## src/rob_pkg.sv

```systemverilog
`default_nettype none

package rob_pkg;

    localparam int DATA_W     = 32;              // Operand and result width
    localparam int REG_W      = 5;               // Architectural register index
    localparam int ROB_DEPTH  = 16;              // Reorder buffer slots
    localparam int TAG_W      = 4;               // log2 of ROB_DEPTH
    localparam int MUL_STAGES = 3;               // Multiplier pipeline depth
    localparam int NUM_WB     = 3;               // ALU, MUL, DIV write-back ports
    localparam int DIV_CNT_W  = $clog2(DATA_W);  // Divider iteration counter

    typedef logic [DATA_W-1:0] data_t;
    typedef logic [REG_W-1:0]  reg_idx_t;
    typedef logic [TAG_W-1:0]  rob_tag_t;

    typedef enum logic [2:0] {
        OP_ADD = 3'd0,
        OP_SUB = 3'd1,
        OP_AND = 3'd2,
        OP_OR  = 3'd3,
        OP_XOR = 3'd4,
        OP_MUL = 3'd5,
        OP_DIV = 3'd6
    } op_e;

    typedef enum logic [1:0] {IDLE, ACK, WAIT_DROP} disp_state_e;
    typedef enum logic [1:0] {D_IDLE, D_RUN, D_DONE} div_state_e;

    typedef struct packed {
        op_e      op;
        data_t    src_a;      // Operands already read
        data_t    src_b;
        reg_idx_t dest;
        logic     reg_write;
    } issue_t;

    typedef struct packed {
        op_e      op;
        data_t    src_a;
        data_t    src_b;
        rob_tag_t tag;        // Slot to write back into
    } unit_req_t;

    typedef struct packed {
        logic     valid;
        rob_tag_t tag;
        data_t    value;
    } wb_t;

    typedef struct packed {
        data_t    value;
        reg_idx_t dest;
        logic     reg_write;
    } commit_t;

endpackage

`default_nettype wire

```

## src/alu_unit.sv

```systemverilog
`timescale 1ns/1ns
`default_nettype none

module alu_unit import rob_pkg::*; (
    input  wire       clk,
    input  wire       rst,
    input  wire       req_valid,
    input  unit_req_t req,
    output wb_t       wb
);

    data_t    result;
    logic     valid_q;
    rob_tag_t tag_q;
    data_t    value_q;

    always_comb begin
        case (req.op)
            OP_ADD:  result = req.src_a + req.src_b;
            OP_SUB:  result = req.src_a - req.src_b;
            OP_AND:  result = req.src_a & req.src_b;
            OP_OR:   result = req.src_a | req.src_b;
            OP_XOR:  result = req.src_a ^ req.src_b;
            default: result = '0;             // MUL and DIV never steered here
        endcase
    end

    always_ff @(posedge clk or posedge rst) begin
        if (rst) begin
            valid_q <= 1'b0;
        end else begin
            valid_q <= req_valid;             // Result one cycle after issue
        end
    end

    always_ff @(posedge clk) begin
        if (req_valid) begin
            tag_q   <= req.tag;
            value_q <= result;
        end
    end

    assign wb = '{valid: valid_q, tag: tag_q, value: value_q};

endmodule

`default_nettype wire

```

## src/dispatch_ctrl.sv

```systemverilog
`timescale 1ns/1ns
`default_nettype none

module dispatch_ctrl import rob_pkg::*; (
    input  wire       clk,
    input  wire       rst,
    input  wire       disp_req,
    input  issue_t    issue,
    output logic      disp_ack,
    input  wire       rob_full,
    input  rob_tag_t  next_tag,
    input  wire       div_busy,
    output logic      alloc,
    output reg_idx_t  alloc_dest,
    output logic      alloc_reg_write,
    output unit_req_t alu_req,
    output logic      alu_valid,
    output unit_req_t mul_req,
    output logic      mul_valid,
    output unit_req_t div_req,
    output logic      div_valid
);

    disp_state_e state;
    logic        is_mul;
    logic        is_div;
    logic        res_free;
    logic        accept;
    unit_req_t   req_word;

    assign is_mul   = (issue.op == OP_MUL);
    assign is_div   = (issue.op == OP_DIV);
    assign res_free = !rob_full && !(is_div && div_busy);  // Divider is the only blocking unit
    assign accept   = (state == IDLE) && disp_req && res_free;
    assign req_word = '{op: issue.op, src_a: issue.src_a, src_b: issue.src_b, tag: next_tag};

    always_ff @(posedge clk or posedge rst) begin
        if (rst) begin
            state           <= IDLE;
            disp_ack        <= 1'b0;
            alloc           <= 1'b0;
            alloc_dest      <= '0;
            alloc_reg_write <= 1'b0;
            alu_valid       <= 1'b0;
            mul_valid       <= 1'b0;
            div_valid       <= 1'b0;
            alu_req         <= '0;
            mul_req         <= '0;
            div_req         <= '0;
        end else begin
            alloc     <= 1'b0;                // Single-cycle pulses by default
            alu_valid <= 1'b0;
            mul_valid <= 1'b0;
            div_valid <= 1'b0;
            alu_req   <= '0;                  // Idle requests read as zero
            mul_req   <= '0;
            div_req   <= '0;
            case (state)
                IDLE: begin
                    if (accept) begin
                        disp_ack        <= 1'b1;
                        alloc           <= 1'b1;  // Claim tail slot
                        alloc_dest      <= issue.dest;
                        alloc_reg_write <= issue.reg_write;
                        if (is_mul) begin
                            mul_valid <= 1'b1;
                            mul_req   <= req_word;
                        end else if (is_div) begin
                            div_valid <= 1'b1;
                            div_req   <= req_word;
                        end else begin
                            alu_valid <= 1'b1;    // All logic and add/sub ops
                            alu_req   <= req_word;
                        end
                        state <= ACK;
                    end
                end
                ACK: begin
                    if (!disp_req) begin      // Producer saw ack and let go
                        disp_ack <= 1'b0;
                        state    <= WAIT_DROP;
                    end
                end
                // Guard cycle before the next accept
                WAIT_DROP: state <= IDLE;
                default:   state <= IDLE;
            endcase
        end
    end

    // Producer holds the instruction steady while req is up
    a_issue_stable: assert property (@(posedge clk) disable iff (rst)
        disp_req && $past(disp_req) |-> $stable(issue));

endmodule

`default_nettype wire

```

## src/div_unit.sv

```systemverilog
`timescale 1ns/1ns
`default_nettype none

module div_unit import rob_pkg::*; (
    input  wire       clk,
    input  wire       rst,
    input  wire       req_valid,
    input  unit_req_t req,
    output logic      busy,
    output wb_t       wb
);

    div_state_e           state;
    logic [DIV_CNT_W-1:0] cnt;                // Iteration index
    logic                 wb_valid_q;
    data_t                divisor_q;
    data_t                quo_q;              // Dividend shifts out, quotient shifts in
    data_t                rem_q;              // Partial remainder
    rob_tag_t             tag_q;              // Held until done
    logic [DATA_W:0]      rem_sh;
    logic                 fits;

    assign rem_sh = {rem_q, quo_q[DATA_W-1]};
    assign fits   = (rem_sh >= {1'b0, divisor_q});  // Zero divisor always fits so quotient is all ones
    assign busy   = (state != D_IDLE);
    assign wb     = '{valid: wb_valid_q, tag: tag_q, value: quo_q};

    always_ff @(posedge clk or posedge rst) begin
        if (rst) begin
            state      <= D_IDLE;
            cnt        <= '0;
            wb_valid_q <= 1'b0;
        end else begin
            wb_valid_q <= 1'b0;
            case (state)
                D_IDLE: begin
                    if (req_valid) begin
                        cnt   <= '0;
                        state <= D_RUN;
                    end
                end
                D_RUN: begin
                    cnt <= cnt + 1'b1;
                    if (cnt == DIV_CNT_W'(DATA_W - 1)) begin
                        state <= D_DONE;      // Last quotient bit this edge
                    end
                end
                D_DONE: begin
                    wb_valid_q <= 1'b1;       // Busy drops with result
                    state      <= D_IDLE;
                end
                default: state <= D_IDLE;
            endcase
        end
    end

    always_ff @(posedge clk) begin
        if (state == D_IDLE && req_valid) begin
            divisor_q <= req.src_b;
            quo_q     <= req.src_a;
            rem_q     <= '0;
            tag_q     <= req.tag;
        end else if (state == D_RUN) begin
            rem_q <= fits ? DATA_W'(rem_sh - {1'b0, divisor_q}) : rem_sh[DATA_W-1:0];
            quo_q <= {quo_q[DATA_W-2:0], fits};
        end
    end

    a_no_issue_busy: assert property (@(posedge clk) disable iff (rst)
        req_valid |-> !busy);

endmodule

`default_nettype wire

```

## src/exec_backend.sv

```systemverilog
`timescale 1ns/1ns
`default_nettype none

module exec_backend import rob_pkg::*; (
    input  wire     clk,
    input  wire     rst,
    input  wire     disp_req,
    input  issue_t  issue,
    output logic    disp_ack,
    output logic    commit_valid,
    output commit_t commit
);

    logic      rob_full;
    rob_tag_t  next_tag;
    logic      div_busy;
    logic      alloc;
    reg_idx_t  alloc_dest;
    logic      alloc_reg_write;
    unit_req_t alu_req, mul_req, div_req;
    logic      alu_valid, mul_valid, div_valid;
    wb_t       alu_wb, mul_wb, div_wb;        // Out-of-order results by tag

    dispatch_ctrl u_dispatch (
        .clk(clk), .rst(rst),
        .disp_req(disp_req), .issue(issue), .disp_ack(disp_ack),
        .rob_full(rob_full), .next_tag(next_tag), .div_busy(div_busy),
        .alloc(alloc), .alloc_dest(alloc_dest), .alloc_reg_write(alloc_reg_write),
        .alu_req(alu_req), .alu_valid(alu_valid),
        .mul_req(mul_req), .mul_valid(mul_valid),
        .div_req(div_req), .div_valid(div_valid)
    );

    reorder_buffer u_rob (
        .clk(clk), .rst(rst),
        .alloc(alloc), .alloc_dest(alloc_dest), .alloc_reg_write(alloc_reg_write),
        .next_tag(next_tag), .rob_full(rob_full),
        .alu_wb(alu_wb), .mul_wb(mul_wb), .div_wb(div_wb),
        .commit_valid(commit_valid), .commit(commit)
    );

    alu_unit u_alu (
        .clk(clk), .rst(rst), .req_valid(alu_valid), .req(alu_req), .wb(alu_wb)
    );

    mul_unit u_mul (
        .clk(clk), .rst(rst), .req_valid(mul_valid), .req(mul_req), .wb(mul_wb)
    );

    div_unit u_div (
        .clk(clk), .rst(rst), .req_valid(div_valid), .req(div_req),
        .busy(div_busy), .wb(div_wb)
    );

endmodule

`default_nettype wire

```

## src/mul_unit.sv

```systemverilog
`timescale 1ns/1ns
`default_nettype none

module mul_unit import rob_pkg::*; (
    input  wire       clk,
    input  wire       rst,
    input  wire       req_valid,
    input  unit_req_t req,
    output wb_t       wb
);

    logic [MUL_STAGES-1:0] vld_q;             // Valid chain, one bit per stage
    rob_tag_t              tag_q  [MUL_STAGES];
    data_t                 prod_q [MUL_STAGES];

    always_ff @(posedge clk or posedge rst) begin
        if (rst) begin
            vld_q <= '0;
        end else begin
            vld_q <= {vld_q[MUL_STAGES-2:0], req_valid};  // New op every cycle
        end
    end

    always_ff @(posedge clk) begin
        tag_q[0]  <= req.tag;
        prod_q[0] <= req.src_a * req.src_b;   // Low word of product only
        for (int s = 1; s < MUL_STAGES; s++) begin
            tag_q[s]  <= tag_q[s-1];
            prod_q[s] <= prod_q[s-1];
        end
    end

    assign wb = '{
        valid: vld_q[MUL_STAGES-1],
        tag:   tag_q[MUL_STAGES-1],
        value: prod_q[MUL_STAGES-1]
    };

endmodule

`default_nettype wire

```

## src/reorder_buffer.sv

```systemverilog
`timescale 1ns/1ns
`default_nettype none

module reorder_buffer import rob_pkg::*; (
    input  wire      clk,
    input  wire      rst,
    input  wire      alloc,
    input  reg_idx_t alloc_dest,
    input  wire      alloc_reg_write,
    output rob_tag_t next_tag,
    output logic     rob_full,
    input  wb_t      alu_wb,
    input  wb_t      mul_wb,
    input  wb_t      div_wb,
    output logic     commit_valid,
    output commit_t  commit
);

    logic [ROB_DEPTH-1:0] busy_q;             // Slot holds a dispatched op
    logic [ROB_DEPTH-1:0] ready_q;            // Result has arrived
    logic [ROB_DEPTH-1:0] rw_q;
    reg_idx_t             dest_q  [ROB_DEPTH];
    data_t                value_q [ROB_DEPTH];
    rob_tag_t             head;               // Oldest op
    rob_tag_t             tail;               // Next free slot
    logic [TAG_W:0]       count;
    logic                 retire;
    wb_t                  wb_ports [NUM_WB];

    assign wb_ports[0] = alu_wb;
    assign wb_ports[1] = mul_wb;
    assign wb_ports[2] = div_wb;

    assign retire   = busy_q[head] && ready_q[head];  // In-order retirement only
    assign next_tag = tail;
    assign rob_full = (count == (TAG_W+1)'(ROB_DEPTH));

    always_ff @(posedge clk or posedge rst) begin
        if (rst) begin
            busy_q       <= '0;
            ready_q      <= '0;
            head         <= '0;
            tail         <= '0;
            count        <= '0;
            commit_valid <= 1'b0;
        end else begin
            commit_valid <= retire;           // Commit lags ready by a cycle
            if (retire) begin
                busy_q[head]  <= 1'b0;
                ready_q[head] <= 1'b0;
                head          <= head + 1'b1; // Pointers wrap at ROB_DEPTH
            end
            for (int p = 0; p < NUM_WB; p++) begin
                if (wb_ports[p].valid) begin
                    ready_q[wb_ports[p].tag] <= 1'b1;
                end
            end
            if (alloc) begin
                busy_q[tail]  <= 1'b1;
                ready_q[tail] <= 1'b0;
                tail          <= tail + 1'b1;
            end
            if (alloc && !retire) begin
                count <= count + 1'b1;
            end else if (!alloc && retire) begin
                count <= count - 1'b1;
            end
        end
    end

    always_ff @(posedge clk) begin
        if (retire) begin
            commit <= '{value: value_q[head], dest: dest_q[head], reg_write: rw_q[head]};
        end
        for (int p = 0; p < NUM_WB; p++) begin
            if (wb_ports[p].valid) begin
                value_q[wb_ports[p].tag] <= wb_ports[p].value;  // Out-of-order fill
            end
        end
        if (alloc) begin
            dest_q[tail] <= alloc_dest;
            rw_q[tail]   <= alloc_reg_write;
        end
    end

    a_no_alloc_full: assert property (@(posedge clk) disable iff (rst)
        alloc |-> !rob_full);

    for (genvar p = 0; p < NUM_WB; p++) begin : g_wb_chk
        // Each tag gets exactly one result while its slot is live
        a_wb_live: assert property (@(posedge clk) disable iff (rst)
            wb_ports[p].valid |-> busy_q[wb_ports[p].tag] && !ready_q[wb_ports[p].tag]);
    end

endmodule

`default_nettype wire

```

## config.mk

```make
export PLATFORM = sky130hd
export DESIGN_NAME = exec_backend
export DESIGN_NICKNAME = d
export VERILOG_FILES = /design/src/rob_pkg.sv /design/src/alu_unit.sv /design/src/dispatch_ctrl.sv /design/src/div_unit.sv /design/src/exec_backend.sv /design/src/mul_unit.sv /design/src/reorder_buffer.sv
export SDC_FILE = /design/constraint.sdc
export NUM_CORES = 2
export LEC_CHECK = 0
export BUFFER_PORTS_ARGS = -buffer_cell sky130_fd_sc_hd__clkbuf_2
export CORE_ASPECT_RATIO = 2
export CORE_MARGIN = 8
export CORE_UTILIZATION = 60
export CTS_BUF_LIST = sky130_fd_sc_hd__clkbuf_16
export DETAILED_ROUTE_END_ITERATION = 12
export PLACE_DENSITY = 0.82
export SLEW_MARGIN = 5
export SYNTH_ARGS = -nofsm -noshare
export SYNTH_HDL_FRONTEND = slang
export SYNTH_SLANG_ARGS = --single-unit
```

## constraint.sdc

```tcl
create_clock -name clk -period 10.64 [get_ports clk]
set_input_delay 1.064 -clock clk [delete_from_list [all_inputs] [get_ports clk]]
set_output_delay 1.064 -clock clk [all_outputs]
set_load 0.05 [all_outputs]
```

# == Word-level counts from Yosys, hierarchy flattened ==
# Memory sizes are Yosys's and may differ from the RTL's. A register that Yosys moved wholly into a read port is not among the register bits.
# Index checks and enable logic that the tools add are counted.
# word_totals
register_bits,431
latchBits,0
mem_bits_rw,700
romBits,0
inputBits,76
word_cells,192
mem_count,4
# memory_table
name,depth,width,read_ports,rd_ports_with_merged_regs,write_ports,line_no,text
u_rob.value_q,16,32,1,1,3,reorder_buffer.sv:23,data_t value_q [ROB_DEPTH];
u_mul.prod_q,3,32,3,0,3,mul_unit.sv:14,data_t prod_q [MUL_STAGES];
u_rob.dest_q,16,5,1,1,1,reorder_buffer.sv:22,reg_idx_t dest_q [ROB_DEPTH];
u_mul.tag_q,3,4,3,0,3,mul_unit.sv:13,rob_tag_t tag_q [MUL_STAGES];
# op_classes
n_addsub,8
mul,1
div_mod_pow,0
n_lt_le_gt_ge,11
n_eq_ne,15
n_shift,0
muxes,74
n_bitwise,12
n_reduce_logical,30
# op_table
cell,n
two-way mux 68 bit,7
two-way mux 71 bit,4
case mux 32 bit (5 select lines),1
two-way mux 16 bit,7
two-way mux 32 bit,3
OR 16 bit,4
subtractor 32 bit,2
bitwise AND 16 bit,3
>= comparator 33 x 32 -> 1 bit,1
adder 32 bit,1
bitwise AND 32 bit,1
multiplier 32 x 32 -> 32 bit,1
two-way mux 1 bit,32
inverter 16 bit,2
OR 32 bit,1
bitwise XOR 32 bit,1
< comparator 4 x 5 -> 1 bit (second input constant),5
demux 1 bit (select 4 bit),5
>= comparator 4 x 1 -> 1 bit (second input constant),5
bitwise mux 16 bit,1
two-way mux 5 bit,3
logical AND 1 bit,13
binary-select mux 1 bit (select 4 bit),3
adder 5 x 1 -> 5 bit (second input constant),2
other kinds (20),43

# == Depth between registers and ports, before layout ==
# depth
word_depth,15
ltp_mapped,28
ltp_nobuf,26

# == Hierarchy ==
# From an unflattened synthesis, not the netlist that was laid out.
# hier_totals
hier_cells,6762
area_unflattened_um2,75067.0
# by_module_without_submodules
module,instances,cells_per_inst,area_each_um2,seq_area_each_um2
reorder_buffer,1,3060,37825.0,20549.7
mul_unit,1,1859,18300.1,2237.1
dispatch_ctrl,1,485,7277.0,5630.4
div_unit,1,696,6293.5,2882.8
alu_unit,1,662,5371.4,1106.1

# == Worst setup path before layout ==
# Ideal clock, no wire load.
# synth_timing
path_kind,flip-flop to flip-flop
start,register u_dispatch.mul_req[7] (netlist name)
end,memory u_mul.prod_q[0][31] (netlist name)
setup_ns,0.121
arrival_time_ns,6.612
t_required_ns,10.519
setup_slack_ns,3.907
path_stages_with_launch,27
path_buffers,2
synth_period_minus_slack_ns,6.733
path_cell_list,dfrtp_1 > clkbuf_1 > clkbuf_1 > and2_1 > fa_1 > inv_1 > fa_1 > fa_1 > fa_1 > inv_1 > fa_1 > inv_1 > fa_1 > inv_1 > fa_1 > fa_1 > ha_1 > and4_1 > nand2_1 > nor3_1 > o311ai_0 > a21boi_0 > nand3_1 > a31oi_1 > o21a_1 > nor2_1 > xnor2_1
# synth_rtl
element,line_no
end: declaration,mul_unit.sv:14

==> metrics.cfg <==
[worst_setup_path]
crit_path_start_kind=register
path_max_fanout=28
endpoint_kind=register
arrival_ns=8.40
slowest_delay_ns=1.11
worstPathCellList=and2_1, fa_1, inv_1, fa_1, fa_1, fa_1, inv_1, fa_1, inv_1, fa_1, inv_1, fa_1, fa_1, ha_1, and4_1, a221oi_1, o22ai_1, nor3_1, o21ai_0, a21oi_1, o21ai_0, xor2_1
critPathBufInv=4
slowest_stage=dfrtp_1
crit_type=reg -> reg
crit_family=adder cells
cp_common_cell=fa_1
required_ns=11.23

[global_routing]
grt_pass1_wl_mm=332
grt-ovfl-total=0
grt_use_total_pct=33.1
grt.met2_usage_pct=55.0
grt_use_met3_pct=6.47
grt.busiest_layer=met2
antenna_found_initial=8
use_met1_pct=37.7
grt_pass1_vias=53892
grt_max_degree=124

[pwr]
powerDensity_nw_per_um2=202
ir_drop_mv=0.162
p_leak_uw=0.0324

[synthesis]
synth_edf_count=750
ys_warn_count=0
synth_nets=7315
syn_area_per_cell_um2=11.1
synthMuxAreaShare_pct=13.2
synthAdderAreaFrac_pct=15.8
ys_types=73
yosysSeqAreaShare_pct=44.3
synthCells=6563
ys_async_sr_fraction_pct=23.8
synth_xor_xnor_area_share_pct=2.11
ys.flop_type=edfxtp_1
synth_top_family_by_area=adder cells
synthSimpleGateAreaFrac_pct=11.7
yosys_register_bits=1168
netlist_area_um2=72900
synth-compound-area-share_pct=7.56

[clock_tree]
insertion_delay_ns=0.75
cts_made_buffers=99
post_cts_buffers=0
root_buffer=clkbuf_16
cts_buffer_depth=3
cts_resized=0
cts_tree=built
cts_hold_buf=0
clock_sinks=1168
clk_pin_slew_ns=0.07
htree_levels=3

[timing]
rsz0062_at_grt=no
finalSetupTns_ns=0
worst_pin_slew_ns=1.17
min_period_over_period_pct=73.4
setup_violations=0
max_freq_mhz=128
hold_violations=0
fin_skew_ns=0.0473
fin_crit_ns=7.81
slew_viol_final=0
slew_headroom_pct=22.0

[floorplanning]
die_width_um=263
die_y_um=509
io_pins=116
coreArea_um2=121000
rows=181
initial_utilization_pct=60.2
dieArea_um2=134000

[drt]
vias_per_cell=6.47
first_pass_iters=8
wl_per_cell_um=27.9
drt_iter0_markers=6297
ant_nets=0
num_vias=51911
drc=0
wl_mm=223

[place]
dp_hpwl_mm=144
place_area_um2=74500
place.gp.congestion=0.938
io_buffer_count=115

[cells_and_area]
final_nets=7120
area_growth_pct=6.70
final_cell_mix=750 x edfxtp_1, 649 x nand2_1, 543 x inv_1
n_fill_cell=8872
final_common_cell=edfxtp_1
finalInstanceArea_um2=77800
drive_gt1_share_pct=9.76

[run]
drv_cap=0

[outcome]
outcome=finished, final reports clean

[worst_hold_path]
hold_class=reg -> reg

## cells in the mapped netlist (140+ instances only)
cell type  number  area share, %
edfxtp_1      750             31
nand2_1       662            3.4
inv_1         523            2.7
mux2i_1       521            7.2
and2_1        511            4.4
nor2_1        452            2.3
a21oi_1       443            3.0
clkbuf_1      416            2.1
fa_1          411             11
o21ai_0       287            2.0
dfrtp_1       278            9.5
ha_1          265            4.5
mux4_2        191            5.9
dfxtp_1       140            3.8
## flip-flops by register name, indices dropped and copies added, names as in the netlist, 4 cells and up
name,cells
u_alu.tag_q,4
u_alu.value_q,32
u_dispatch.alloc_dest,5
u_dispatch.alu_req,71
u_dispatch.div_req,68
u_dispatch.mul_req,68
u_div.cnt,5
u_div.divisor_q,32
u_div.quo_q,32
u_div.rem_q,32
u_div.tag_q,4
u_mul.prod_q,96
u_mul.tag_q,12
u_rob.busy_q,16
u_rob.commit,38
u_rob.count,5
u_rob.dest_q,80
u_rob.head,4
u_rob.next_tag,4
u_rob.ready_q,16
u_rob.rw_q,16
u_rob.value_q,512
## cell type report
type	count	area, µm²	area share [%]
clock inverter	83	687	0.883
tap	1555	1950	2.50
clock buffer	104	2600	3.35
multi-input combinational	4372	37000	47.6
inverter	525	1980	2.54
antenna	9	22.5	0.0289
sequential	1168	32300	41.5
timing repair buffer	202	1240	1.60
## layer usage
metal	share of wire [%]	vias up	wire, µm
met4	9.3	4	20800
met1	33	25380	74100
met5	0.012	-	26
met3	10	1131	22500
met2	47	3494	106000
li1	-	21902	-
## per-stage QoR
step | hold slack, ns | util (%) | setup WS [ns] | instances | total power, µW
global route | 0.299 | 64.2 | 2.52 | 8010 | 16300
CTS | 0.307 | 64.2 | 2.98 | 8009 | 15600
finish | 0.297 | 64.2 | 2.83 | 8018 | 15700
floorplan | 0.310 | - | 1.91 | 6563 | 10400
global placement | 0.310 | 61.5 | 3.02 | 7822 | 11700
detailed placement | 0.312 | 61.5 | 3.00 | 7822 | 11900
## cells by family (layout without fill, tap and decap cells)
kind of cell,Yosys count,in the layout
simple gates,1823,1823
compound gates,978,978
buf+inv,1023,914
flops,1168,1168
mux,719,719
fa+ha+maj,676,676
xor+xnor,176,176
other cells,0,9
## final timing paths
path | start | endpoint | slack [ns] | cells past startpoint
worst min-delay path | u_mul.tag_q[0][0] | u_mul.tag_q[0][4] | 0.30 | 0
worst max-delay path | u_dispatch.mul_req[8] | u_mul.prod_q[0][30] | 2.83 | 22
worst max register to register | u_dispatch.mul_req[8] | u_mul.prod_q[0][30] | 2.83 | 22
min in group asynchronous | rst | u_dispatch.alloc_dest[0] | 0.47 | 2
worst min register to register | u_mul.tag_q[0][0] | u_mul.tag_q[0][4] | 0.30 | 0
max in group asynchronous | rst | u_dispatch.alu_req[50] | 7.95 | 4
## power breakdown
group	switching [µW]	internal, µW
logic	3000	2150
registers	1030	5810
clock network	1770	1950
Power figures use the tool's default switching activity.
